$ cat src/rtl/ls_axi_defines.svh
// memory depth and response delay macros for the axi sram slave
`ifndef LS_AXI_DEFINES_SVH
`define LS_AXI_DEFINES_SVH

// slave memory size in 32-bit words
// also sets the index width taken from the byte address
`define LS_MEM_WORDS 256

// cycles from ar handshake to rvalid (at least 1)
`define LS_RD_DELAY 2

// cycles from holding both aw and w beats to bvalid (at least 1)
`define LS_WR_DELAY 1

// counter width for either delay
`define LS_DLY_W 4

`endif

$ cat src/rtl/ls_axi_pkg.sv
// funct3 encodings, axi beat size enum and the two-way data word union
`default_nettype none

package ls_axi_pkg;

    // risc-v load/store funct3
    typedef enum logic [2:0] {
        LB  = 3'b000,
        LH  = 3'b001,
        LW  = 3'b010,
        LBU = 3'b100,
        LHU = 3'b101
    } ls_fn3_e;

    // stores reuse the low two bits of the signed loads
    localparam ls_fn3_e SB = LB;
    localparam ls_fn3_e SH = LH;
    localparam ls_fn3_e SW = LW;

    // axi arsize and awsize where bytes = 2**size
    typedef enum logic [2:0] {
        SIZE_1B = 3'b000,
        SIZE_2B = 3'b001,
        SIZE_4B = 3'b010
    } axi_size_e;

    // one bus word seen as byte lanes or as halfword lanes
    typedef union packed {
        logic [3:0][7:0]  b; // b[0] is bits 7:0
        logic [1:0][15:0] h; // h[1] is bits 31:16
    } data_word_u;

endpackage

`default_nettype wire

$ cat src/rtl/ls_request_decode.sv
// request decode from funct3 and address offset to axi size, byte strobes and store data
`timescale 1ns/100ps
`default_nettype none

module ls_request_decode import ls_axi_pkg::*; (
    input  ls_fn3_e     fn3,
    input  logic [1:0]  addr_low,
    input  logic [31:0] data_in,
    output axi_size_e   size,
    output logic [3:0]  be,
    output logic [31:0] wdata
);

    data_word_u rep; // store data copied to every lane

    // fn3[1:0] is the log2 of the access width for both loads and stores
    assign size = axi_size_e'({1'b0, fn3[1:0]});

    always_comb begin
        case (size)
            SIZE_1B: be = 4'b0001 << addr_low; // one lane
            SIZE_2B: be = addr_low[1] ? 4'b1100 : 4'b0011;
            default: be = 4'b1111;
        endcase
    end

    // replicate so the strobes alone pick the lane
    always_comb begin
        case (size)
            SIZE_1B: rep.b = {4{data_in[7:0]}};
            SIZE_2B: rep.h = {2{data_in[15:0]}};
            default: rep   = data_in;
        endcase
    end

    assign wdata = rep;

    // misaligned accesses are not trapped and would corrupt lanes
    always_comb begin
        if (size == SIZE_2B) begin
            assert final (!addr_low[0])
            else $error("halfword access at odd address");
        end
        if (size == SIZE_4B) begin
            assert final (addr_low == 2'b00)
            else $error("word access not word aligned");
        end
    end

endmodule

`default_nettype wire

$ cat config.mk
export PLATFORM = sky130hd
export DESIGN_NAME = ls_request_decode
export DESIGN_NICKNAME = d
export VERILOG_FILES = /design/src/rtl/ls_axi_defines.svh /design/src/rtl/ls_axi_pkg.sv /design/src/rtl/ls_request_decode.sv
export SDC_FILE = /design/constraint.sdc
export NUM_CORES = 1
export LEC_CHECK = 0
export ABC_CLOCK_PERIOD_IN_PS = 1800
export BUFFER_PORTS_ARGS = -buffer_cell sky130_fd_sc_hd__buf_2
export CORE_MARGIN = 2
export CORE_UTILIZATION = 27
export DETAILED_ROUTE_END_ITERATION = 16
export GPL_ROUTABILITY_DRIVEN = 0
export PLACE_DENSITY = 0.79
export SETUP_SLACK_MARGIN = 0.1
export SYNTH_ARGS = -nofsm -noshare
export SYNTH_HDL_FRONTEND = slang
export SYNTH_SLANG_ARGS = --single-unit
$ cat constraint.sdc
create_clock -name vclk -period 1.8
set_input_delay 0.36 -clock vclk [all_inputs]
set_output_delay 0.36 -clock vclk [all_outputs]
set_load 0.02 [all_outputs]
## Word-level counts from Yosys, hierarchy flattened

Cells that the tools add are included.

- Bitwise operators: 0
- Order comparisons: 0
- Divide/modulo/power cells: 0
- Add/sub/neg operators: 0
- Shift operators: 1
- Multipliers: 0
- Reductions and logical operators: 1
- Equal/unequal tests: 1
- Mux-type cells: 3

Operator list:

| cell | count |
|---|---|
| case mux 32 bit (2 select lines) | 1 |
| case mux 4 bit (2 select lines) | 1 |
| 2-to-1 mux 4 bit | 1 |
| << shifter 1 x 2 -> 4 bit (first input constant) | 1 |
| zero test 3 bit | 1 |
| == test 2 x 1 -> 1 bit (second input constant) | 1 |

- Flip-flop bits (word level): 0
- Output and inout port bits: 39
- ROM bits: 0
- Input port bits: 37
- Word-level logic and storage cells: 6
- RAM bits: 0
- Latch bits: 0
- Memories kept: 0

## Depth between registers and ports, before layout

- Word-level depth: 2
- Mapped depth: 4
- Gate-level depth less buffers: 2

## Worst setup path before layout

No wires, ideal clock.

- Kind: in2out
- Start: input fn3[1]
- End: output wdata[10]
- Arrival: 0.949 ns
- Path buffers: 0
- Stages on the path: 2
- Data required time: 1.440 ns
- Slack: 0.491 ns
- Path through: nor2_4 -> mux2_2

- Cells in the longest elaborated chain, start to end: 2
- Elaborated cells between the ends (all ways): 3
- Classes of those cells: 1 x eq/ne; 1 x mux; 1 x reduce/logical

RTL lines:

| item | RTL line | RTL |
|---|---|---|
| start, declared | ls_request_decode.sv:6 | `input ls_fn3_e fn3,` |
| == test 2 x 1 -> 1 bit / zero test 3 bit (equally long branches) | ls_request_decode.sv:29 | `case (size)` |
| case mux 32 bit (2 select lines) * | ls_request_decode.sv:29 |  |
| end, declared | ls_request_decode.sv:11 | `output logic [31:0] wdata` |

Mark *: on every way between the ends. The rest lies on a longest branch, timed or not.

## Worst setup path after layout

- Start: input fn3[1]
- End: output wdata[11]

The elaborated chain is that of the path after synthesis.

==> impl_metrics.env <==
export IMPL_status="finished, final reports clean"
export IMPL_synthCells=64
export IMPL_path_max_fanout=7
export IMPL_antenna_left=0
export IMPL_netlist_top_cells_area="mux2_2 (32%), buf_4 (15%), mux2i_1 (14%)"
export IMPL_grt_pass1_wl_um=2590
export IMPL_synth_compound_area_frac=0.179
export IMPL_met2_usage=0.266
export IMPL_syn_area_um2=558
export IMPL_die_area_um2=2450
export IMPL_globalRouteMet3Util=0.0152
export IMPL_seqCellArea_um2=0
export IMPL_rsz0062_at_grt="false"
export IMPL_antenna_cells=0
export IMPL_setup_violations_final=0
export IMPL_antenna_found_initial=0
export IMPL_critPathKind="in -> out"
export IMPL_p_per_area_nw_per_um2=330
export IMPL_synth_seq_area_share=0
export IMPL_synthXorXnorAreaFrac=0
export IMPL_seq_cells=0
export IMPL_crit_arrival_ps=1290
export IMPL_synth_area_mux_share=0.466
export IMPL_clock_buffers=0
export IMPL_core_um2=1960
export IMPL_fin_crit_sh=0.915
export IMPL_final_nets=169
export IMPL_hold_depth=2
export IMPL_hpwlAfterDp_um=1410
export IMPL_dp_slack_ps=139
export IMPL_synth_nets=101
export IMPL_wire_per_inst_um=10.1
export IMPL_wl_um=1590
export IMPL_area_growth_pct=61.0
export IMPL_hold_path_endpoint="wdata[4]"
export IMPL_worstHoldStart="data_in[4]"
export IMPL_synth_simple_area_share=0.105
export IMPL_n_fill_cell=208
export IMPL_drc=0
export IMPL_track_usage=0.125
export IMPL_hold_viol=0
export IMPL_ir_worst_vdd_mv=0.121
export IMPL_vias=688
export IMPL_max_cap_viol_count=0
export IMPL_clock_fmax_mhz=607
export IMPL_ios=76
export IMPL_period_needed_ps=1650
export IMPL_timing_final_ws_setup_ps=154
export IMPL_final_common_cell="buf_2"
export IMPL_portBuffers=74
export IMPL_yosys_warnings=0
export IMPL_die_h_um=49.5
export IMPL_ctsResizeCount=0
export IMPL_layout_drive_gt1_share=0.823
export IMPL_gr_total_overflow=0
export IMPL_synth_area_leader_cell="mux2_2"
export IMPL_syn_avg_cell_area_um2=8.72
export IMPL_ys_types=14
export IMPL_critPathCaptureType="output pin"
export IMPL_dr_pass1_iters=2
export IMPL_use_met1=0.137
export IMPL_power_leakage_uw=0.000516
export IMPL_multiInputGateArea_um2=423
export IMPL_viasPerCell=4.38
export IMPL_die_w_um=49.5
export IMPL_synth_top_area_frac=0.323
export IMPL_cts_hold_buffers=0
export IMPL_critical_path_required_ps=1440
export IMPL_start_kind="input pin"
export IMPL_finalSetupTns_ps=0
export IMPL_grt_busiest_layer="met2"
export IMPL_first_global_vias=611
export IMPL_initial_core_util=0.284
export IMPL_slew_violations=0
export IMPL_postCtsSetupRepairBufs=0
export IMPL_synth_top_family_by_area="multiplexers"
export IMPL_row_count=16
export IMPL_drt_iter0_markers=1
export IMPL_grt_max_degree=20
export IMPL_min_delay_path_class="in -> out"
export IMPL_final_cell_mix="buf_2 (73), mux2_2 (16), mux2i_1 (8), nand2_1 (8), o21ai_2 (8)"
export IMPL_synth_fa_ha_area_frac=0
-- cell families (layout without fill, tap and decap cells) --
family / Yosys count / in the layout
mux: 24 / 24
buf+inv: 16 / 82
simple gates: 11 / 11
compound gates: 12 / 12
other cells: 1 / 1
-- cell type report --
type,instances,area share
timing repair buffer,81,0.487
multi-input combinational,48,0.471
tap,27,0.0376
inverter,1,0.00418
-- worst max-delay path: stages --
cell      delay [ps]
clkbuf_4         170
nor2_4           120
buf_4            150
mux2_2           330
buf_2            160
-- where the power goes --
group          internal (µW)  switching [µW]  leakage [µW]
Clock                      0               0             0
Combinational            131             166      0.000516
Sequential                 0               0             0
Total                    131             166      0.000516
-- synthesized netlist by cell type (all sizes together) --
cell type  number
buf            15
o21ai           8
nor2            2
nand2           8
a21o            2
mux2i           8
conb            1
mux2           16
o21bai          2
inv             1
nand2b          1
-- metal layers --
| metal | vias up | wire (µm) |
|---|---|---|
| li1 | 348 | - |
| met5 | - | 0 |
| met2 | 48 | 838 |
| met3 | 0 | 209 |
| met1 | 292 | 542 |
| met4 | 0 | 0 |
-- stage by stage --
step | total power, µW | cells | hold WS, ps | instance area, µm² | util
after floorplan | 201 | 64 | 833 | 558 | -
after global placement | 292 | 157 | 972 | 896 | 0.457
after detailed placement | 299 | 157 | 976 | 896 | 0.457
after CTS | 300 | 157 | 976 | 896 | 0.457
after global routing | 320 | 157 | 986 | 898 | 0.458
final | 297 | 157 | 975 | 898 | 0.458
-- how the worst max path moves through the flow --
stage / from / end / slack, ps
2_1_floorplan: fn3[1] / wdata[10] / 490
3_3_place_gp: fn3[1] / wdata[11] / 160
3_5_place_dp: fn3[1] / wdata[11] / 140
4_1_cts: fn3[1] / wdata[11] / 140
5_1_grt: fn3[1] / wdata[11] / 100
6_report: fn3[1] / wdata[11] / 150
No activity file was read; power rests on OpenSTA's default activity.
