File: src/rtl/ls_axi_defines.svh
// memory depth and response delay macros for the axi sram slave
`ifndef LS_AXI_DEFINES_SVH
`define LS_AXI_DEFINES_SVH

// slave memory size in 32-bit words
// also sets the index width taken from the byte address
`define LS_MEM_WORDS 256

// cycles from ar handshake to rvalid (at least 1)
`define LS_RD_DELAY 2

// cycles from holding both aw and w beats to bvalid (at least 1)
`define LS_WR_DELAY 1

// counter width for either delay
`define LS_DLY_W 4

`endif

File: src/rtl/ls_axi_pkg.sv
// funct3 encodings, axi beat size enum and the two-way data word union
`default_nettype none

package ls_axi_pkg;

    // risc-v load/store funct3
    typedef enum logic [2:0] {
        LB  = 3'b000,
        LH  = 3'b001,
        LW  = 3'b010,
        LBU = 3'b100,
        LHU = 3'b101
    } ls_fn3_e;

    // stores reuse the low two bits of the signed loads
    localparam ls_fn3_e SB = LB;
    localparam ls_fn3_e SH = LH;
    localparam ls_fn3_e SW = LW;

    // axi arsize and awsize where bytes = 2**size
    typedef enum logic [2:0] {
        SIZE_1B = 3'b000,
        SIZE_2B = 3'b001,
        SIZE_4B = 3'b010
    } axi_size_e;

    // one bus word seen as byte lanes or as halfword lanes
    typedef union packed {
        logic [3:0][7:0]  b; // b[0] is bits 7:0
        logic [1:0][15:0] h; // h[1] is bits 31:16
    } data_word_u;

endpackage

`default_nettype wire

File: src/rtl/axi_master.sv
// load/store sub-unit issuing single-beat axi4 reads and writes
`timescale 1ns/100ps
`default_nettype none

module axi_master import ls_axi_pkg::*; (
    input  logic        clk,
    input  logic        rst,
    // sub-unit side
    input  logic        new_request,
    input  logic        load,
    input  logic        store,
    input  logic [31:0] addr,
    input  axi_size_e   size,
    input  logic [3:0]  be,
    input  logic [31:0] wdata,
    input  logic        ack,
    output logic        ready,
    output logic        data_valid,
    output logic [31:0] data_out,
    // axi side
    input  logic        arready,
    input  logic        awready,
    input  logic        wready,
    input  logic        rvalid,
    input  logic [31:0] rdata,
    input  logic        bvalid,
    output logic [31:0] araddr,
    output axi_size_e   arsize,
    output logic [7:0]  arlen,
    output logic        arvalid,
    output logic [31:0] awaddr,
    output axi_size_e   awsize,
    output logic [7:0]  awlen,
    output logic        awvalid,
    output logic [31:0] wdata_o,
    output logic [3:0]  wstrb,
    output logic        wvalid,
    output logic        wlast,
    output logic        rready,
    output logic        bready
);

    assign arlen  = 8'd0; // single beat only
    assign awlen  = 8'd0;
    assign rready = 1'b1; // never stall the slave
    assign bready = 1'b1;
    assign wlast  = wvalid;

    // request fields held for the access
    always_ff @(posedge clk) begin
        if (new_request) begin
            araddr  <= addr;
            awaddr  <= addr;
            arsize  <= size;
            awsize  <= size;
            wdata_o <= wdata;
            wstrb   <= be;
        end
    end

    // one access in flight so ready stays low until it ends
    always_ff @(posedge clk) begin
        if (rst)
            ready <= 1'b1;
        else if (new_request)
            ready <= 1'b0;
        else if (ack | bvalid) // load ends on ack and store on bresp
            ready <= 1'b1;
    end

    always_ff @(posedge clk) begin
        if (rst)
            data_valid <= 1'b0;
        else if (rvalid & rready)
            data_valid <= 1'b1;
        else if (ack)
            data_valid <= 1'b0;
    end

    always_ff @(posedge clk) begin
        if (rvalid & rready)
            data_out <= rdata; // held until the next load
    end

    // channel valids set on request and cleared on handshake
    always_ff @(posedge clk) begin
        if (rst) begin
            arvalid <= 1'b0;
            awvalid <= 1'b0;
            wvalid  <= 1'b0;
        end else begin
            if (new_request & load)
                arvalid <= 1'b1;
            else if (arready)
                arvalid <= 1'b0;
            if (new_request & store) begin
                awvalid <= 1'b1;
                wvalid  <= 1'b1;
            end else begin
                if (awready)
                    awvalid <= 1'b0;
                if (wready)
                    wvalid <= 1'b0; // aw and w may finish on different cycles
            end
        end
    end

    // the driver honours ready and never overlaps requests
    a_req_while_busy: assert property (@(posedge clk) disable iff (rst)
        new_request |-> ready);
    a_one_kind: assert property (@(posedge clk) disable iff (rst)
        new_request |-> !(load && store));
    a_one_channel: assert property (@(posedge clk) disable iff (rst)
        !(arvalid && (awvalid || wvalid)));

endmodule

`default_nettype wire

File: config.mk
export PLATFORM = sky130hd
export DESIGN_NAME = axi_master
export DESIGN_NICKNAME = d
export VERILOG_FILES = /design/src/rtl/ls_axi_defines.svh /design/src/rtl/ls_axi_pkg.sv /design/src/rtl/axi_master.sv
export SDC_FILE = /design/constraint.sdc
export NUM_CORES = 1
export LEC_CHECK = 0
export ABC_AREA = 1
export BUFFER_PORTS_ARGS = -buffer_cell sky130_fd_sc_hd__buf_2
export CORE_MARGIN = 5
export CORE_UTILIZATION = 36
export CTS_CLUSTER_SIZE = 30
export DETAILED_ROUTE_END_ITERATION = 10
export HOLD_SLACK_MARGIN = 0.08
export PLACE_DENSITY = 0.82
export SYNTH_ARGS = -nofsm -noshare
export SYNTH_HDL_FRONTEND = slang
export SYNTH_SLANG_ARGS = --single-unit
File: constraint.sdc
create_clock -name clk -period 0.8 [get_ports clk]
set_clock_uncertainty 0.05 [all_clocks]
set_input_delay 0.16 -clock clk [delete_from_list [all_inputs] [get_ports clk]]
set_output_delay 0.16 -clock clk [all_outputs]
set_load 0.005 [all_outputs]
# Yosys cells after proc, flatten, opt, wreduce, memory -nomap -nowiden
# Index checks and enable logic that the tools add are counted.
# totals
register_bits	108
in_bits	114
output_inout_bits	162
wordCells	28
# classes
n_mux	10
bitwise	3
reduce_logical	5
# op_table
operator	n
1-bit two-way mux	10
2-bit nonzero test	5
1-bit bitwise AND	2
1-bit bitwise OR	1

# Longest topological paths before layout
# Gate-level depths: netlist of the first run.
# depth
ltp_word	3
depth_mapped	4
depth_no_buf	4

# Least setup slack after synthesis of the first run
# OpenSTA, ideal clock, no wires.
# synth_timing
kind	register to output
from	register awaddr[0]
to	output port awaddr[0]
arrival_ps	526
path_slack_ps	64
path_stages_with_launch	2
n_path_buf	1
path_cell_list	edfxtp_1 > buf_4
# synth_rtl
item	line	text
start: declaration	axi_master.sv:31	output logic [31:0] awaddr,
start signal: assignment	axi_master.sv:53	awaddr <= addr;
# No word-level cell between the ends.

==> impl_metrics.yaml, run 1 <==
pwr:
  power_leakage_uw: 0.00280
  switching_power_uw: 2610
  p_comb_share_pct: 13.7
  p_clk_share_pct: 28.0
  pwr-share-seq_pct: 58.2
  swShare_pct: 22.2
  intPower_uw: 9120
  power.density_nw_per_um2: 1880
  ir_drop_uv: 977
routing:
  drc: 0
  viasPerCell: 4.16
  dr.pass1.iters: 4
  wire_per_inst_um: 16.4
  drt_iter0_drc: 87
  num_vias: 2789
  antenna_left: 0
  routed_wl_mm: 11.0
global_routing:
  antenna_found_initial: 0
  overflow: 0
  grt_use_total_pct: 17.8
  grt_max_degree: 39
  grt_pass1_vias: 3162
  grt_pass1_wl_mm: 17.0
worst_setup_path:
  crit_path_end_kind: "output port"
  crit_buf_inv: 1
  path_max_fanout: 2
  path_cells: "buf_2"
  cp_slowest_cell: "edfxtp_1"
  critPathLaunchType: "flop"
  path_class: "reg2out"
  crit_required_ns: 0.59
  critPathMaxStageDelay_ns: 0.44
  worstPathArrival_ns: 0.96
  cp_top_family: "flip-flops"
clocking:
  clkLatencyLatePin_ns: 0.35
  clk_pin_slew_ns: 0.11
  cts_root_buf: "clkbuf_8"
  cts-buffers-inserted: 9
  htreeDepth: 3
  cts_tree: "done"
  hold_buffers: 110
  cts_sinks: 108
  cts.path.max_buffers: 2
sta:
  tns_ns: -41.50
  period_needed_ns: 1.17
  finalHoldViolCount: 0
  slew_viol_final: 0
  setup_slack_ns: -0.368
  rsz0062_at_grt: "yes"
  finalCritPeriodShare_pct: 146
  finalSetupViolCount: 147
  clock.fmax_mhz: 856
die:
  start_util_pct: 36.4
  die_area_um2: 12400
  die_x_um: 111
  core_um2: 10100
  ios: 276
  row_count: 37
  die_y_um: 111
layout:
  layout-drive-gt1-share_pct: 54.2
  stdcell_area_um2: 6220
  n_antenna_cell: 0
  most-common-layout-cells: "buf_2 (254), dlygate4sd3_1 (109), edfxtp_1 (103)"
  nets: 644
  final-instance-count-excl-fill: 671
  syn2layout_area_growth_pct: 68.7
  layout_commonest_cell: "buf_2"
  fill_cells: 729
yosys:
  synth.cell_area_um2: 3690
  syn-instance-count: 185
  synth-seq-cells: 108
  yosys-top-cells-area: "edfxtp_1 (84%), buf_4 (11%), dfxtp_1 (2.7%), nand2_1 (0.81%), inv_1 (0.71%)"
  ys_types: 8
  syn_area_per_cell_um2: 19.9
  yosysTopAreaCellShare_pct: 83.8
  synth_top_cell_by_area: "edfxtp_1"
  synth_seq_area_share_pct: 86.5
  ys_warn_count: 0
worst_hold_path:
  worstHoldPathType: "in2reg"
placed_design:
  dp.cells: 544
  placed_cell_area_um2: 4870
  place.gp.congestion: 0.777
  portBuffers: 257
  dpl.hpwl_mm: 6.94
job:
  drv_cap: 0
outcome:
  outcome: "finished with violations"
  violations: "setup timing"
layout make-up:
class | count | area (um^2) | share of cell area (%)
Sequential cell | 108 | 3200 | 51.4
Multi-Input combinational cell | 32 | 145 | 2.33
Clock inverter | 6 | 72.6 | 1.17
Inverter | 7 | 26.3 | 0.422
Timing Repair Buffer | 372 | 2480 | 39.9
Clock buffer | 10 | 128 | 2.05
Tap cell | 136 | 170 | 2.73
routing by layer:
metal	part of all wire, %	routed length, um	track usage (%)	vias to the layer above
met5	0	0	0	-
met4	2.8	313	6.65	0
met3	12	1300	8.73	25
met2	52	5700	31.0	194
met1	34	3700	18.3	1293
li1	-	-	-	1277
worst min-delay path: cells and delay by family:
| family | cells | cell delay, ns |
|---|---|---|
| AND/OR/NAND/NOR | 4 | 0.16 |
| buffers and inverters | 1 | 0.09 |
logic make-up after synthesis:
group / synth area share (%)
AND/OR/NAND/NOR: 1.02
other: 0.204
buffers and inverters: 11.7
AO/OA/AOI/OAI: 0.543
flip-flops: 86.5
power groups by stage:
stage / combinational [uW] / sequential [uW] / clock [uW]
floorplan: 316 / 7010 / 0
global placement: 1120 / 6920 / 0
detailed placement: 1140 / 6940 / 0
CTS: 1570 / 6820 / 3440
global route: 1750 / 6880 / 3670
finish: 1610 / 6830 / 3290
stage by stage:
stage	worst slack, ns	utilization [%]	hold slack [ns]	total power [uW]
after floorplan	0.0645	-	0.179	7330
after detailed placement	-0.0923	48.0	0.288	8080
after CTS	-0.387	61.1	0.00411	11800
final	-0.368	61.4	0.0417	11700
after global routing	-0.434	61.4	0.0487	12300
after global placement	-0.0659	48.0	0.286	8050
registers in the layout, summed over array words and instances (netlist names):
name / cells
data_out: 32
awaddr: 32
awsize: 3
arvalid: 1
wstrb: 4
ready: 1
wlast: 1
data_valid: 1
wdata_o: 32
awvalid: 1
cells in the mapped netlist (all sizes together):
master	number
nor2	2
a21oi	4
buf	54
dfxtp	5
inv	7
nand2	8
edfxtp	103
conb	2
timing repair:
action	4_1_cts	5_1_grt
buffers inserted	1	2
resized for setup	6	11
pin swaps	0	4
hold endpoints to repair	108	1
endpoints found under the setup margin	144	148
path summary, 6_finish.rpt:
| check | start | end | slack [ns] | cells past startpoint |
|---|---|---|---|---|
| setup reg to reg | arvalid | arvalid | -0.03 | 4 |
| hold / removal | bvalid | ready | 0.04 | 5 |
| setup / recovery | awaddr[25] | araddr[25] | -0.37 | 1 |
| hold reg to reg | wlast | wlast | 0.42 | 2 |
No activity file was read; power rests on OpenSTA's default activity.
==> run 2: changes to the inputs <==
Settings changed: CORE_ASPECT_RATIO from default to 0.75, CORE_UTILIZATION 36 to 43, PLACE_DENSITY 0.82 to 0.91.
Clock period 0.8 ns to 1.4 ns, I/O delays scaled along.
==> impl_metrics.yaml, run 2 (synthesis results as in run 1) <==
worst_setup_path:
  cp_slowest_cell: "edfxtp_1"
  cp_top_family: "flip-flops"
  critPathMaxStageDelay_ns: 0.43
  critPathLaunchType: "flop"
  ff2ff_setup_slack_ns: 0.65
  path_max_fanout: 2
  path_class: "reg2out"
  crit_path_end_kind: "output port"
  crit_required_ns: 1.07
  worstPathArrival_ns: 0.93
  crit_buf_inv: 1
  path_cells: "buf_2"
global_routing:
  grt_pass1_wl_mm: 16.4
  grt_max_degree: 34
  overflow: 0
  antenna_found_initial: 0
  grt_pass1_vias: 3025
  grt_use_total_pct: 21.1
routing:
  drc: 0
  antenna_left: 0
  dr.pass1.iters: 4
  num_vias: 2777
  viasPerCell: 4.39
  wire_per_inst_um: 17.9
  routed_wl_mm: 11.3
  drt_iter0_drc: 105
sta:
  rsz0062_at_grt: "no"
  period_needed_ns: 1.26
  slew_viol_final: 0
  clock.fmax_mhz: 794
  finalHoldViolCount: 0
  whs_ns: 0.0999
  finalSetupViolCount: 0
  finalCritPeriodShare_pct: 89.9
  tns_ns: 0
die:
  start_util_pct: 43.8
  core_um2: 8420
  die_y_um: 90.2
  row_count: 29
  ios: 276
  die_x_um: 117
  die_area_um2: 10600
clocking:
  clkLatencyLatePin_ns: 0.34
  cts.path.max_buffers: 2
  htreeDepth: 3
  post_cts_buffers: 0
  cts_tree: "done"
  post_cts_resized: 0
  cts_sinks: 108
  cts-buffers-inserted: 9
  hold_buffers: 99
  clk_pin_slew_ns: 0.08
  cts_root_buf: "clkbuf_16"
pwr:
  ir_drop_uv: 747
  power.density_nw_per_um2: 1190
  switching_power_uw: 1560
  pwr-share-seq_pct: 53.6
  p_comb_share_pct: 12.2
  power_leakage_uw: 0.00279
  p_total_uw: 7290
  swShare_pct: 21.3
  p_clk_share_pct: 34.2
  intPower_uw: 5730
layout:
  top_regs: "awaddr x32, data_out x32, wdata_o x32"
  syn2layout_area_growth_pct: 66.3
  fill_cells: 533
  layout_commonest_cell: "buf_2"
  most-common-layout-cells: "buf_2 (256), edfxtp_1 (103), dlygate4sd3_1 (100)"
  stdcell_area_um2: 6140
  nets: 633
  layout-drive-gt1-share_pct: 52.7
  final-instance-count-excl-fill: 632
  n_antenna_cell: 0
placed_design:
  dp.cells: 516
  portBuffers: 257
  placed_cell_area_um2: 4840
  place.gp.congestion: 0.784
  dpl.hpwl_mm: 7.42
outcome:
  outcome: "finished, final reports clean"
job:
  drv_cap: 0
worst_hold_path:
  worstHoldPathType: "in2reg"
-- run 2: cell count changes in the layout (fill, tap and decap cells not counted), sizes merged --
| cell | delta |
|---|---|
| clkinvlp | -1 |
| dlygate4sd3 | -9 |
| clkbuf | -1 |
| clkinv | +2 |
| buf | -2 |
-- run 2: layout make-up --
class	count	area (um^2)	share of cell area [%]
Tap cell	108	135	2.20
Timing Repair Buffer	361	2360	38.4
Clock buffer	9	225	3.67
Sequential cell	108	3190	52.0
Clock inverter	7	73.8	1.20
Inverter	7	26.3	0.428
Multi-Input combinational cell	32	125	2.04
-- run 2: metal layers --
metal / global-route usage, % / wire length [um]
met1: 20.9 / 3580
met2: 39.8 / 6310
met3: 6.58 / 1060
met4: 8.02 / 370
met5: 0 / 0
-- run 2: worst paths after layout --
kind         cells after the start         end      start
max reg2reg                      4       ready      ready
max                              1   awaddr[5]  awaddr[5]
min                              1  awaddr[22]   addr[22]
min reg2reg                      2     arvalid    arvalid
-- run 2: power by group through the flow --
stage	Sequential, uW	Combinational, uW	Clock (uW)
after CTS	3900	876	2550
after global placement	3960	637	0
after detailed placement	3970	659	0
after floorplan	4010	180	0
after global routing	3930	959	2700
final	3910	889	2490
-- run 2: worst register-to-register path: stages (launching register included) --
cell and delay (ns):
dfxtp_1 0.34, inv_1 0.07, nand2_1 0.06, nand2_1 0.06, nand2_1 0.06
-- run 2: metrics by stage --
stage               setup WS [ns]  utilization, %
floorplan                   0.544               -
global placement            0.332            57.4
detailed placement          0.307            57.4
CTS                         0.148            72.8
global route                0.107            72.9
finish                      0.141            72.9
==> run 3: changes to the inputs <==
Settings changed: CORE_UTILIZATION 43 to 36, PLACE_DENSITY 0.91 to 0.82.
Clock period 1.4 ns to 1.05 ns, I/O delays scaled along.
==> impl_metrics.yaml, run 3 (synthesis results as in run 1) <==
worst_setup_path:
  path_max_fanout: 2
  crit_path_end_kind: "output port"
  cp_slowest_cell: "edfxtp_1"
  crit_buf_inv: 1
  ff2ff_setup_slack_ns: 0.23
  critPathLaunchType: "flop"
  cp_top_family: "flip-flops"
  r2r_end: "ready"
  crit_start: "awaddr[3]"
  worstReg2RegStart: "ready"
  path_cells: "buf_2"
  path_class: "reg2out"
  critPathMaxStageDelay_ns: 0.43
  crit_end: "awaddr[3]"
  path_depth: 1
  crit_required_ns: 0.79
  rr_worst_depth: 5
  worstPathArrival_ns: 0.92
clocking:
  cts-buffers-inserted: 9
  htreeDepth: 3
  cts_tree: "done"
  cts_sinks: 108
  cts_root_buf: "clkbuf_16"
  clkLatencyLatePin_ns: 0.34
  clk_pin_slew_ns: 0.07
  cts.path.max_buffers: 2
outcome:
  violations: "setup timing"
  outcome: "finished with violations"
layout:
  layout_commonest_cell: "buf_2"
  final-instance-count-excl-fill: 675
  layout-drive-gt1-share_pct: 53.1
  syn2layout_area_growth_pct: 71.0
  final_util_pct: 62.0
  most-common-layout-cells: "buf_2 (251), dlygate4sd3_1 (108), edfxtp_1 (103)"
  top_regs: "awaddr x32, data_out x32, wdata_o x32"
  stdcell_area_um2: 6310
  nets: 646
  fill_cells: 753
sta:
  finalCritPeriodShare_pct: 112
  clock.fmax_mhz: 851
  finalHoldViolCount: 0
  period_needed_ns: 1.18
  finalSetupViolCount: 141
  slew_viol_final: 0
  setup_slack_ns: -0.126
  tns_ns: -8.43
  rsz0062_at_grt: "yes"
global_routing:
  grt_use_total_pct: 17.1
  grt_pass1_wl_mm: 16.2
  grt_max_degree: 34
  grt_pass1_vias: 3087
  antenna_found_initial: 2
  overflow: 0
routing:
  wire_per_inst_um: 16.1
  routed_wl_mm: 10.8
  drt_iter0_drc: 78
  antenna_left: 0
  dr.pass1.iters: 4
  viasPerCell: 4.17
  drc: 0
  num_vias: 2812
placed_design:
  dpl.hpwl_mm: 7.07
  place.gp.congestion: 0.812
  placed_cell_area_um2: 4890
  portBuffers: 257
  dp.cells: 546
worst_hold_path:
  worstHoldPathType: "in2reg"
pwr:
  ir_drop_uv: 1220
  p_total_uw: 9480
  power.density_nw_per_um2: 1500
  power_leakage_uw: 0.00283
die:
  start_util_pct: 36.3
  row_count: 32
  die_y_um: 97.7
  die_area_um2: 12400
  die_x_um: 127
  core_um2: 10200
  ios: 276
job:
  drv_cap: 0
-- run 3: tightest hold or removal path, stage by stage --
cell and delay, ns:
buf_2 0.10, nand2_1 0.08, a21oi_1 0.07
-- run 3: stage by stage --
step	worst slack, ns	hold slack (ns)
floorplan	0.264	0.229
global placement	0.0946	0.336
detailed placement	0.0843	0.338
CTS	-0.140	0.0819
global route	-0.164	0.120
finish	-0.126	0.119
-- run 3: repair_timing --
| item | in CTS | in global routing |
|---|---|---|
| endpoints found under the hold margin | 107 | 0 |
| gates resized for setup | 6 | 5 |
| setup endpoints to repair | 144 | 144 |
| buffers inserted | 1 | 2 |
| gates cloned | 0 | 0 |
| hold buffers | 108 | 0 |
-- run 3: per-layer routing --
metal	up-vias	share of wire, %	global-route usage [%]
met2	179	56	32.8
met1	1334	32	16.2
met4	0	1.8	6.84
met5	-	0	0
met3	16	10	6.26
li1	1283	-	-
-- run 3: how the worst min path moves through the flow --
stage,startpoint,to,cells past startpoint
final,store,wlast,3
after global routing,new_request,wdata_o[22],1
after CTS,store,awvalid,3
after detailed placement,addr[10],awaddr[10],1
after global placement,wdata[26],wdata_o[26],1
after floorplan,rst,arvalid,1
-- run 3: power by group --
part / leakage, uW / total [uW] / internal, uW / switching [uW]
clock: 0.000125 / 3050 / 1670 / 1380
sequential: 0.00105 / 5210 / 5090 / 120
combinational: 0.00165 / 1220 / 736 / 486
total: 0.00283 / 9480 / 7500 / 1980
-- run 3: cell type report --
class	instances	area (um^2)	area share (%)
flip-flops and latches	108	3200	50.8
clock inverters	4	27.5	0.436
well taps	136	170	2.70
multi-input cells	32	125	1.98
diodes	2	5.00	0.0793
repair buffers	374	2510	39.7
inverters	7	26.3	0.417
clock buffers	12	246	3.91
