--- src/rtl/ls_axi_defines.svh ---
// memory depth and response delay macros for the axi sram slave
`ifndef LS_AXI_DEFINES_SVH
`define LS_AXI_DEFINES_SVH

// slave memory size in 32-bit words
// also sets the index width taken from the byte address
`define LS_MEM_WORDS 256

// cycles from ar handshake to rvalid (at least 1)
`define LS_RD_DELAY 2

// cycles from holding both aw and w beats to bvalid (at least 1)
`define LS_WR_DELAY 1

// counter width for either delay
`define LS_DLY_W 4

`endif

--- src/rtl/ls_axi_pkg.sv ---
// funct3 encodings, axi beat size enum and the two-way data word union
`default_nettype none

package ls_axi_pkg;

    // risc-v load/store funct3
    typedef enum logic [2:0] {
        LB  = 3'b000,
        LH  = 3'b001,
        LW  = 3'b010,
        LBU = 3'b100,
        LHU = 3'b101
    } ls_fn3_e;

    // stores reuse the low two bits of the signed loads
    localparam ls_fn3_e SB = LB;
    localparam ls_fn3_e SH = LH;
    localparam ls_fn3_e SW = LW;

    // axi arsize and awsize where bytes = 2**size
    typedef enum logic [2:0] {
        SIZE_1B = 3'b000,
        SIZE_2B = 3'b001,
        SIZE_4B = 3'b010
    } axi_size_e;

    // one bus word seen as byte lanes or as halfword lanes
    typedef union packed {
        logic [3:0][7:0]  b; // b[0] is bits 7:0
        logic [1:0][15:0] h; // h[1] is bits 31:16
    } data_word_u;

endpackage

`default_nettype wire

--- src/rtl/load_align.sv ---
// load data alignment with lane select and sign or zero extension of the returned word
`timescale 1ns/100ps
`default_nettype none

module load_align import ls_axi_pkg::*; (
    input  logic        clk,
    input  logic        rst,
    input  logic        new_request,
    input  logic        load,
    input  ls_fn3_e     fn3,
    input  logic [1:0]  addr_low,
    input  logic [31:0] rdata_word,
    output logic [31:0] data_out
);

    ls_fn3_e    fn3_q;  // funct3 of the load in flight
    logic [1:0] off_q;  // byte offset of the load in flight
    data_word_u word;
    logic [7:0]  lane_b;
    logic [15:0] lane_h;

    // request inputs are gone by the time rdata returns
    always_ff @(posedge clk) begin
        if (rst) begin
            fn3_q <= LW;
            off_q <= 2'b00;
        end else if (new_request & load) begin
            fn3_q <= fn3;
            off_q <= addr_low;
        end
    end

    assign word   = rdata_word;
    assign lane_b = word.b[off_q];
    assign lane_h = word.h[off_q[1]]; // bit 0 is zero for halfwords

    always_comb begin
        case (fn3_q)
            LB:      data_out = {{24{lane_b[7]}}, lane_b};
            LBU:     data_out = {24'd0, lane_b};
            LH:      data_out = {{16{lane_h[15]}}, lane_h};
            LHU:     data_out = {16'd0, lane_h};
            default: data_out = word; // lw
        endcase
    end

endmodule

`default_nettype wire

--- config.mk ---
export PLATFORM = sky130hd
export DESIGN_NAME = load_align
export DESIGN_NICKNAME = d
export VERILOG_FILES = /design/src/rtl/ls_axi_defines.svh /design/src/rtl/ls_axi_pkg.sv /design/src/rtl/load_align.sv
export SDC_FILE = /design/constraint.sdc
export NUM_CORES = 1
export LEC_CHECK = 0
export BUFFER_PORTS_ARGS = -buffer_cell sky130_fd_sc_hd__buf_4
export CAP_MARGIN = 15
export CORE_ASPECT_RATIO = 0.6
export CORE_UTILIZATION = 40
export CTS_CLUSTER_DIAMETER = 120
export DETAILED_ROUTE_END_ITERATION = 6
export PLACE_DENSITY = 0.8
export SYNTH_ARGS = -nofsm -noshare
export SYNTH_HDL_FRONTEND = slang
export SYNTH_SLANG_ARGS = --single-unit
--- constraint.sdc ---
create_clock -name clk -period 2.7 [get_ports clk]
set_input_delay 0.27 -clock clk [delete_from_list [all_inputs] [get_ports clk]]
set_output_delay 0.27 -clock clk [all_outputs]
set_load 0.03 [all_outputs]
# Word level (Yosys, flattened, before mapping)
# Index checks and enable logic that the tools add are counted.
# W data, S select, Z words.
[classes]
magnitude_cmp = 2
eq_ne = 3
n_mux = 5
bitwise_logic = 1
reduce_logical = 1
[op_table]
columns = ["op", "n"]
rows = [
  ["$pmux W32 S4", 1],
  ["$mux W16", 2],
  ["$bmux W8 S2", 1],
  ["$mux W8", 1],
  ["$eq A3 B3 Y1 const B", 2],
  ["$eq A3 B1 Y1 const B", 1],
  ["$logic_not A3 Y1", 1],
  ["$lt A2 B3 Y1 const B", 1],
  ["$lt A1 B2 Y1 const B", 1],
  ["$and A1 B1 Y1", 1],
]
[word_totals]
regBits = 5
inputBits = 41
output_inout_bits = 32
elab_cells = 14

# Logic depth before layout (Yosys ltp)
# Gate-level depths: netlist of run 1.
[depth]
ltp_word = 3
ltp_mapped = 6
mapped_depth_nobuf = 4

# Worst setup path before layout of run 1
# Ideal clock, no wire load.
[synth_timing]
kind = "register -> output"
startpoint = "register fn3_q[0]"
endpoint = "output data_out[2]"
t_arrival_ns = 1.669
required_time_ns = 2.430
path_slack_ns = 0.761
stages_incl_launch_ff = 6
n_path_buf = 2
cell_sequence = "dfxtp_1 > buf_4 > nor2b_1 > buf_2 > a22oi_1 > o21ai_0"
[synth_between]
elab_chain_len = 2
elab_cells_between_ends = 5
cone_classes = "eq/ne: 3; mux: 1; reduce/logical: 1"
[synth_rtl]
columns = ["item", "line", "source"]
rows = [
  ["start, declared", "load_align.sv:16", "ls_fn3_e fn3_q;"],
  ["start signal, assigned", "load_align.sv:28", "fn3_q <= fn3;"],
  ["$eq A3 B3 Y1, or another cell as far along", "load_align.sv:38", "case (fn3_q)"],
  ["$pmux W32 S4 *", "load_align.sv:38", ""],
  ["end, declared", "load_align.sv:13", "output logic [31:0] data_out"],
]
# Mark *: on every way between the ends. The rest lies on a longest branch, timed or not.

# Worst setup path in the final report of run 1
[layout_timing]
startpoint = "register off_q[0]"
endpoint = "output data_out[4]"
[layout_between]
elab_chain_len = 3
[layout_rtl]
columns = ["item", "line", "source"]
rows = [
  ["start, declared", "load_align.sv:17", "logic [1:0] off_q;"],
  ["start signal, assigned", "load_align.sv:29", "off_q <= addr_low;"],
  ["$bmux W8 S2", "load_align.sv:34", "assign lane_b = word.b[off_q];"],
  ["$mux W8 (not written as such)", "load_align.sv:34", ""],
  ["$pmux W32 S4", "load_align.sv:38", ""],
]
# Every way passes these cells. The select of a mux whose other input is x is not followed.

==> impl_metrics.tcl, run 1 <==
set metrics [dict create \
    via_per_inst 5.53 \
    setup-violations-final 0 \
    syn-cell-area_um2 871 \
    drt.antenna.violating_nets 0 \
    postCtsSetupRepairBufs 0 \
    vias 1199 \
    slew_headroom_pct 36.2 \
    clockRootBuffer "clkbuf_4" \
    wl_per_cell_um 14.3 \
    synthToLayoutAreaGrowth_pct 65.1 \
    status "completed" \
    cts_buffer_depth 2 \
    ys_ff_latch 5 \
    synth-edff-count 0 \
    routed_wl_um 3100 \
    drive_gt1_share_pct 49.7 \
    hold_start "rst" \
    post-route-drc-count 0 \
    timing.reg2reg.setup_slack_ns 1.60 \
    final_nets 231 \
    vdd_drop_max_mv 0.366 \
    crit_family "simple AND/OR/NAND/NOR gates" \
    grt_pass1_vias 1065 \
    gr-usage-all-layers_pct 25.4 \
    finalMaxSlewViolations 0 \
    yosys.area_share.simple_pct 23.4 \
    synth_top_area_share_pct 11.5 \
    ys_top_cells_by_count "a21oi_1 (13), nand2_1 (12), a21o_1 (10), nor2_1 (9), nor2b_1 (9)" \
    ys_seq_area_share_pct 11.5 \
    cts.sinks 5 \
    core-area_mm2 0.00195 \
    start_util_pct 44.6 \
    synth_mux_area_share_pct 12.6 \
    r2r-start "off_q[1]$_SDFFE_PP0P_" \
    rsz0062_at_grt "false" \
    cts_tree "done" \
    synth_xor_area_share_pct 0 \
    cp.required_ns 2.43 \
    yosys_warnings 0 \
    die_width_um 62.2 \
    dp_slack_ns 0.599 \
    fp-row-count 12 \
    antenna_cells 0 \
    setup_ws_ns 0.279 \
    dp_cells 213 \
    rr_worst_depth 3 \
    numCtsBuffers 3 \
    cts_resized 0 \
    final_cells 217 \
    htree_levels 1 \
    startpoint_type "register" \
    critical_path_buf_inv_count 1 \
    finalHoldViolations 0 \
    regToRegEndpoint "off_q[1]$_SDFFE_PP0P_" \
    crit_type "reg2out" \
    synth-compound-area-share_pct 45.8 \
    path_cells "nor2b_1 -> nor2b_1 -> a22oi_1 -> o21ai_0 -> buf_4" \
    cp_common_cell "nor2b_1" \
    synthesis.nets 161 \
    synthArstFlopShare_pct 0 \
    yosys.cell_types.count 31 \
    p_leak_nw 0.708 \
    crit_fanout 15 \
    power_density_mw_per_mm2 353 \
    hpwl_um 2470 \
    ys_top_cells_by_area "dfxtp_1 (11%), a21o_1 (8.6%), mux2_2 (7.8%)" \
    avgSynthCellArea_um2 7.26 \
    max_freq_ghz 0.413 \
    port_buffers 72 \
    end_kind "output port" \
    synthCells 120 \
    grt_overflow_total 0 \
    grt_max_degree 20 \
    synth_top_family_by_area "compound AO/OA/AOI/OAI gates" \
    hold_path_class "in2reg" \
    max_cap_violations 0 \
    yosysTopAreaCell "dfxtp_1" \
    period_minus_slack_ns 2.42 \
    grt_pass1_wl_um 4740 \
    worst_pin_slew_ns 0.956 \
    dieArea_mm2 0.00237 \
    synth_most_common_cell "a21oi_1" \
    holdPathEnd "fn3_q[2]$_SDFFE_PP0P_" \
    antenna_found_initial 0 \
    max_stage_delay_ns 0.79 \
    fin_crit_sh_pct 89.7 \
    ctsHoldBuffers 0 \
    drtPass1Iterations 4 \
    drt_iter0_drc 145 \
    worstHoldPathCells 2 \
    io_pins 73 \
    worst_clock_skew_ns 0 \
    cts.clk_slew.worst_paths_ns 0.05 \
    slowest_stage "nor2b_1" \
    synth-adder-area-share_pct 0 \
    power.total_mw 0.507 \
    synth_ff_type "dfxtp_1" \
    die_h_um 38.1 \
    gp_congestion 0.772 \
    final.setup.tns_ns 0 \
    cp.arrival_ns 2.15 \
    worstSkewPairLatency_ns 0.24 \
]
==> metal layers <==
layer / routed length, µm / vias to the layer above / GRT usage (%) / share of wire (%)
li1: - / 589 / - / -
met1: 1420 / 554 / 32.2 / 46
met2: 1470 / 56 / 47.3 / 48
met3: 206 / 0 / 4.46 / 6.6
met4: 0 / 0 / 3.49 / 0
met5: 0 / - / 0 / 0
==> how the worst max path moves through the flow <==
stage	from	end	slack (ns)	depth (start not counted)
4_1_cts	off_q[0]$_SDFFE_PP0P_	data_out[4]	0.33	5
5_1_grt	off_q[0]$_SDFFE_PP0P_	data_out[0]	0.11	5
2_1_floorplan	fn3_q[0]$_SDFFE_PP0P_	data_out[2]	0.76	5
3_5_place_dp	off_q[0]$_SDFFE_PP0P_	data_out[0]	0.60	5
6_report	off_q[0]$_SDFFE_PP0P_	data_out[4]	0.28	5
3_3_place_gp	off_q[0]$_SDFFE_PP0P_	data_out[4]	0.69	5
==> state kept, by name, summed over array words and instances, names as in the netlist <==
signal  cells
fn3_q       3
off_q       2
==> cell families after synthesis <==
logic type / after synthesis
mux: 9
compound gates: 55
simple gates: 41
buf+inv: 10
flops: 5
==> metrics by stage <==
stage | util, % | area [µm²] | hold WS [ns]
detailed placement | 72.3 | 1410 | 0.457
global placement | 72.3 | 1410 | 0.458
floorplan | - | 871 | 0.339
global route | 73.7 | 1440 | 0.214
finish | 73.7 | 1440 | 0.215
CTS | 73.7 | 1440 | 0.215
==> power by group <==
group	total, mW	switching, mW	internal, mW
clock	0.0871	0.0312	0.0559
combinational	0.332	0.183	0.149
sequential	0.0875	0.00964	0.0779
==> cells in the final DEF, fill, tap and decap left out <==
cell,Yosys,routed
a211o_1,2,2
a211oi_1,5,5
a21o_1,10,10
a21o_2,6,6
a21oi_1,13,13
a221o_1,4,4
a22oi_1,3,3
a31oi_1,1,1
and3_1,1,1
buf_4,2,75
clkbuf_1,2,1
clkbuf_4,0,3
dfxtp_1,5,5
mux2_2,6,6
mux2i_1,2,2
mux4_2,1,1
nand2_1,12,12
nand2_4,1,1
nand2b_1,2,2
nand3_1,4,4
nor2_1,9,9
nor2b_1,9,9
nor3_1,1,1
nor3b_1,1,1
o21a_1,4,4
o21ai_0,5,5
o21bai_1,1,1
o22ai_4,1,1
or2_2,1,1
==> final cells by class <==
type / count / area [µm²]
multi-input cells: 105 / 713
well taps: 28 / 35.0
flip-flops and latches: 5 / 100
repair buffers: 75 / 563
clock buffers: 4 / 26.3
fillers: 162 / 514
==> worst reg2reg max path, stage by stage, from the launching register on <==
cell     delay [ns]
dfxtp_1        0.55
buf_4          0.26
nand2_1        0.08
a21oi_1        0.14
No activity file was read; power rests on OpenSTA's default activity.
==> run 2, diff against run 1 <==
--- a/config.mk
+++ b/config.mk
@@ -11,6 +11,8 @@
 export CORE_UTILIZATION = 40
 export CTS_CLUSTER_DIAMETER = 120
 export DETAILED_ROUTE_END_ITERATION = 6
+export GPL_ROUTABILITY_DRIVEN = 1
+export MAX_ROUTING_LAYER = met4
 export PLACE_DENSITY = 0.8
 export SYNTH_ARGS = -nofsm -noshare
 export SYNTH_HDL_FRONTEND = slang
==> impl_metrics.tcl, run 2 (synthesis gave the netlist of run 1 again) <==
set metrics [dict create \
    status "completed" \
    gr-usage-all-layers_pct 26.1 \
    start_util_pct 44.6 \
    largest_reg_flops 3 \
    drt_iter0_drc 149 \
    cts.clk_slew.worst_paths_ns 0.05 \
    cts_tree "done" \
    hold_path_class "in2reg" \
    multiInputGateArea_um2 713 \
    numCtsBuffers 3 \
    reg_top3 "fn3_q (3), off_q (2)" \
    htree_levels 1 \
    via_per_inst 5.53 \
    hpwl_um 2470 \
    path_cells "nor2b_1 -> nor2b_1 -> a22oi_1 -> o21ai_0 -> buf_4" \
    cp.arrival_ns 2.17 \
    finalMaxSlewViolations 0 \
    postCtsSetupRepairBufs 0 \
    max_cap_violations 0 \
    port_buffers 72 \
    drive_gt1_share_pct 49.7 \
    top_register "fn3_q" \
    power_density_mw_per_mm2 353 \
    finalHoldViolations 0 \
    period_minus_slack_ns 2.44 \
    final_common_cell "buf_4" \
    slew_headroom_pct 34.8 \
    final.setup.tns_ns 0 \
    grt_pass1_vias 1066 \
    cts.sinks 5 \
    end_kind "output port" \
    worst_clock_skew_ns 0 \
    gp_congestion 0.782 \
    layout_common_cells "buf_4 (75), a21oi_1 (13), nand2_1 (12), a21o_1 (10)" \
    rsz0062_at_grt "false" \
    antenna_found_initial 0 \
    max_stage_delay_ns 0.80 \
    nFillCells 162 \
    clockRootBuffer "clkbuf_4" \
    cts_buffer_depth 2 \
    wl_per_cell_um 14.3 \
    startpoint_type "register" \
    drt.antenna.violating_nets 0 \
    crit_type "reg2out" \
    cts_resized 0 \
    worstSkewPairLatency_ns 0.25 \
    cp_common_cell "nor2b_1" \
    grt_overflow_total 0 \
    core-area_mm2 0.00195 \
    crit_fanout 15 \
    antenna_cells 0 \
    hold_ws_ns 0.215 \
    final_nets 231 \
    grt_max_degree 20 \
    grt_pass1_wl_um 4740 \
    fp-row-count 12 \
    worst_pin_slew_ns 0.976 \
    io_pins 73 \
    die_width_um 62.2 \
    ctsHoldBuffers 0 \
    slowest_stage "nor2b_1" \
    synthToLayoutAreaGrowth_pct 65.1 \
    dieArea_mm2 0.00237 \
    drtPass1Iterations 4 \
    vias 1200 \
    routed_wl_um 3110 \
    ff_latch_area_um2 100 \
    post-route-drc-count 0 \
    die_h_um 38.1 \
    vdd_drop_max_mv 0.366 \
    setup-violations-final 0 \
    cp.required_ns 2.43 \
    max_freq_ghz 0.410 \
    fin_crit_sh_pct 90.3 \
    p_leak_nw 0.708 \
]
run 2: cell counts in the layout (fill, tap and decap cells not counted):
No cell type changed its count.
run 2: metal layers:
layer  global-route usage [%]  wire length, µm  vias up
met5                        -                0        -
met4                     3.49                0        0
met3                     4.46              188        0
met2                     47.3             1490       56
met1                     32.2             1430      556
li1                         -                -      588
run 2: critical path, delay by kind of cell, from the launching register on:
family,cells,cell delay [ns]
AO/OA/AOI/OAI,2,0.32
buffers and inverters,1,0.20
AND/OR/NAND/NOR,2,1.00
flip-flops,1,0.40
run 2: final cells by class:
type	instances	area share [%]
clock buffer	4	1.83
timing repair buffer	75	39.2
tap	28	2.44
multi-input combinational	105	49.6
sequential	5	6.96
run 2: per-stage QoR:
stage | std cells | area (µm²) | util (%) | setup WS [ns] | power, mW
finish | 217 | 1440 | 73.7 | 0.261 | 0.507
global placement | 213 | 1410 | 72.3 | 0.691 | 0.415
CTS | 217 | 1440 | 73.7 | 0.328 | 0.507
detailed placement | 213 | 1410 | 72.3 | 0.599 | 0.419
floorplan | 120 | 871 | - | 0.761 | 0.283
global route | 217 | 1440 | 73.7 | 0.107 | 0.535
run 2: power by group:
| group | internal, mW | switching [mW] |
|---|---|---|
| Clock | 0.0559 | 0.0314 |
| Sequential | 0.0779 | 0.00967 |
| Combinational | 0.149 | 0.184 |
run 2: path summary, 6_finish.rpt:
check | start | endpoint | slack [ns] | cells past startpoint
hold / removal | rst | fn3_q[2]$_SDFFE_PP0P_ | 0.22 | 2
hold reg to reg | fn3_q[2]$_SDFFE_PP0P_ | fn3_q[2]$_SDFFE_PP0P_ | 0.46 | 2
setup reg to reg | off_q[1]$_SDFFE_PP0P_ | off_q[1]$_SDFFE_PP0P_ | 1.59 | 3
setup / recovery | off_q[0]$_SDFFE_PP0P_ | data_out[4] | 0.26 | 5
==> run 3, diff against run 2 <==
--- a/config.mk
+++ b/config.mk
@@ -8,12 +8,12 @@
 export BUFFER_PORTS_ARGS = -buffer_cell sky130_fd_sc_hd__buf_4
 export CAP_MARGIN = 15
 export CORE_ASPECT_RATIO = 0.6
-export CORE_UTILIZATION = 40
+export CORE_UTILIZATION = 38
 export CTS_CLUSTER_DIAMETER = 120
 export DETAILED_ROUTE_END_ITERATION = 6
 export GPL_ROUTABILITY_DRIVEN = 1
 export MAX_ROUTING_LAYER = met4
-export PLACE_DENSITY = 0.8
+export PLACE_DENSITY = 0.76
 export SYNTH_ARGS = -nofsm -noshare
 export SYNTH_HDL_FRONTEND = slang
 export SYNTH_SLANG_ARGS = --single-unit
==> constraint.sdc (replaced) <==
create_clock -name clk -period 2.25 [get_ports clk]
set_input_delay 0.225 -clock clk [delete_from_list [all_inputs] [get_ports clk]]
set_output_delay 0.225 -clock clk [all_outputs]
set_load 0.03 [all_outputs]
==> impl_metrics.tcl, run 3 (synthesis gave the netlist of run 1 again) <==
set metrics [dict create \
    layout_common_cells "buf_4 (77), a21oi_1 (13), nand2_1 (12), a21o_1 (10), nor2_1 (9)" \
    gr-usage-all-layers_pct 25.4 \
    htree_levels 1 \
    dieArea_mm2 0.00249 \
    cts_resized 1 \
    setup-violations-final 0 \
    largest_reg_flops 3 \
    grt_pass1_vias 975 \
    final_nets 233 \
    period_minus_slack_ns 2.07 \
    antenna_found_initial 0 \
    cts_buffer_depth 2 \
    cts_tree "done" \
    rsz0062_at_grt "false" \
    cp.arrival_ns 1.85 \
    slew_headroom_pct 62.2 \
    startpoint_type "register" \
    drt_iter0_drc 55 \
    path_cells "mux4_2 -> nand2_4 -> nor2_1 -> a221o_1 -> buf_4" \
    crit_type "reg2out" \
    setup_ws_ns 0.180 \
    p_leak_nw 0.727 \
    drive_gt1_share_pct 50.8 \
    io_pins 73 \
    worst_pin_slew_ns 0.564 \
    fin_crit_sh_pct 92.0 \
    numCtsBuffers 3 \
    die_width_um 63.8 \
    grt_pass1_wl_um 4570 \
    power_density_mw_per_mm2 459 \
    end_kind "output port" \
    fp-row-count 13 \
    worstHoldPathCells 2 \
    gp_congestion 0.833 \
    status "completed" \
    post-route-drc-count 0 \
    final_common_cell "buf_4" \
    postCtsSetupRepairBufs 0 \
    start_util_pct 40.3 \
    r2r-start "fn3_q[1]$_SDFFE_PP1P_" \
    cp.required_ns 2.03 \
    critical_path_buf_inv_count 1 \
    finalHoldViolations 0 \
    wl_per_cell_um 14.1 \
    crit_fanout 5 \
    grt_overflow_total 0 \
    hold_path_class "in2reg" \
    finalMaxSlewViolations 0 \
    via_per_inst 5.30 \
    clockRootBuffer "clkbuf_8" \
    worst_clock_skew_ns 0 \
    reg_top3 "fn3_q (3), off_q (2)" \
    regToRegEndpoint "fn3_q[1]$_SDFFE_PP1P_" \
    hpwl_um 2470 \
    cp-endpoint "data_out[11]" \
    hold_start "rst" \
    max_stage_delay_ns 0.56 \
    ctsHoldBuffers 0 \
    cts.clk_slew.worst_paths_ns 0.04 \
    timing.reg2reg.setup_slack_ns 1.37 \
    dp_slack_ns 0.199 \
    max_freq_ghz 0.483 \
    crit_family "multiplexers" \
    worstSetupStartpoint "off_q[0]$_SDFFE_PP0P_" \
    cts.sinks 5 \
    rr_worst_depth 2 \
    max_cap_violations 0 \
    vias 1171 \
    crit_cells 5 \
    drtPass1Iterations 4 \
    top_register "fn3_q" \
    routed_wl_um 3130 \
    port_buffers 72 \
    core-area_mm2 0.00216 \
    final.setup.tns_ns 0 \
    antenna_cells 0 \
    vdd_drop_max_mv 0.331 \
    grt_max_degree 31 \
    die_h_um 39.1 \
    synthToLayoutAreaGrowth_pct 69.5 \
    slowest_stage "mux4_2" \
    nFillCells 184 \
    drt.antenna.violating_nets 0 \
    worstSkewPairLatency_ns 0.23 \
]
==> run 3: cell count changes in the layout (fill, tap and decap cells not counted), sizes merged <==
cell / change
buf: +2
==> run 3: area by class of cell <==
type                    count  area, µm²  share of cell area [%]
well taps                  30       37.5                    2.54
flip-flops and latches      5        100                    6.78
repair buffers             77        578                    39.2
multi-input cells         105        716                    48.5
clock buffers               4       45.0                    3.05
==> run 3: report_power, final <==
part           internal, mW  switching [mW]
sequential           0.0937         0.00478
clock                 0.122          0.0490
combinational         0.181           0.228
total                 0.397           0.281
==> run 3: how the worst min path moves through the flow <==
stage                                 end  slack, ns
finish              fn3_q[2]$_SDFFE_PP0P_       0.20
global route        fn3_q[2]$_SDFFE_PP0P_       0.20
CTS                 fn3_q[2]$_SDFFE_PP0P_       0.19
detailed placement  fn3_q[2]$_SDFFE_PP0P_       0.43
global placement    fn3_q[2]$_SDFFE_PP0P_       0.42
floorplan           fn3_q[0]$_SDFFE_PP0P_       0.29
==> run 3: layer usage <==
| layer | GRT usage, % | wire (µm) | vias to the layer above |
|---|---|---|---|
| li1 | - | - | 589 |
| met1 | 31.6 | 1470 | 541 |
| met2 | 42.3 | 1490 | 37 |
| met3 | 4.41 | 140 | 4 |
| met4 | 9.66 | 22 | 0 |
| met5 | - | 0 | - |
==> run 3: per-stage QoR <==
step / hold WS [ns] / std cells / power, mW / cell area [µm²] / util (%)
global route: 0.197 / 221 / 0.713 / 1480 / 68.2
detailed placement: 0.429 / 217 / 0.506 / 1430 / 66.0
CTS: 0.192 / 221 / 0.679 / 1480 / 68.2
finish: 0.195 / 221 / 0.678 / 1480 / 68.2
floorplan: 0.294 / 120 / 0.339 / 871 / -
global placement: 0.422 / 217 / 0.500 / 1430 / 66.0
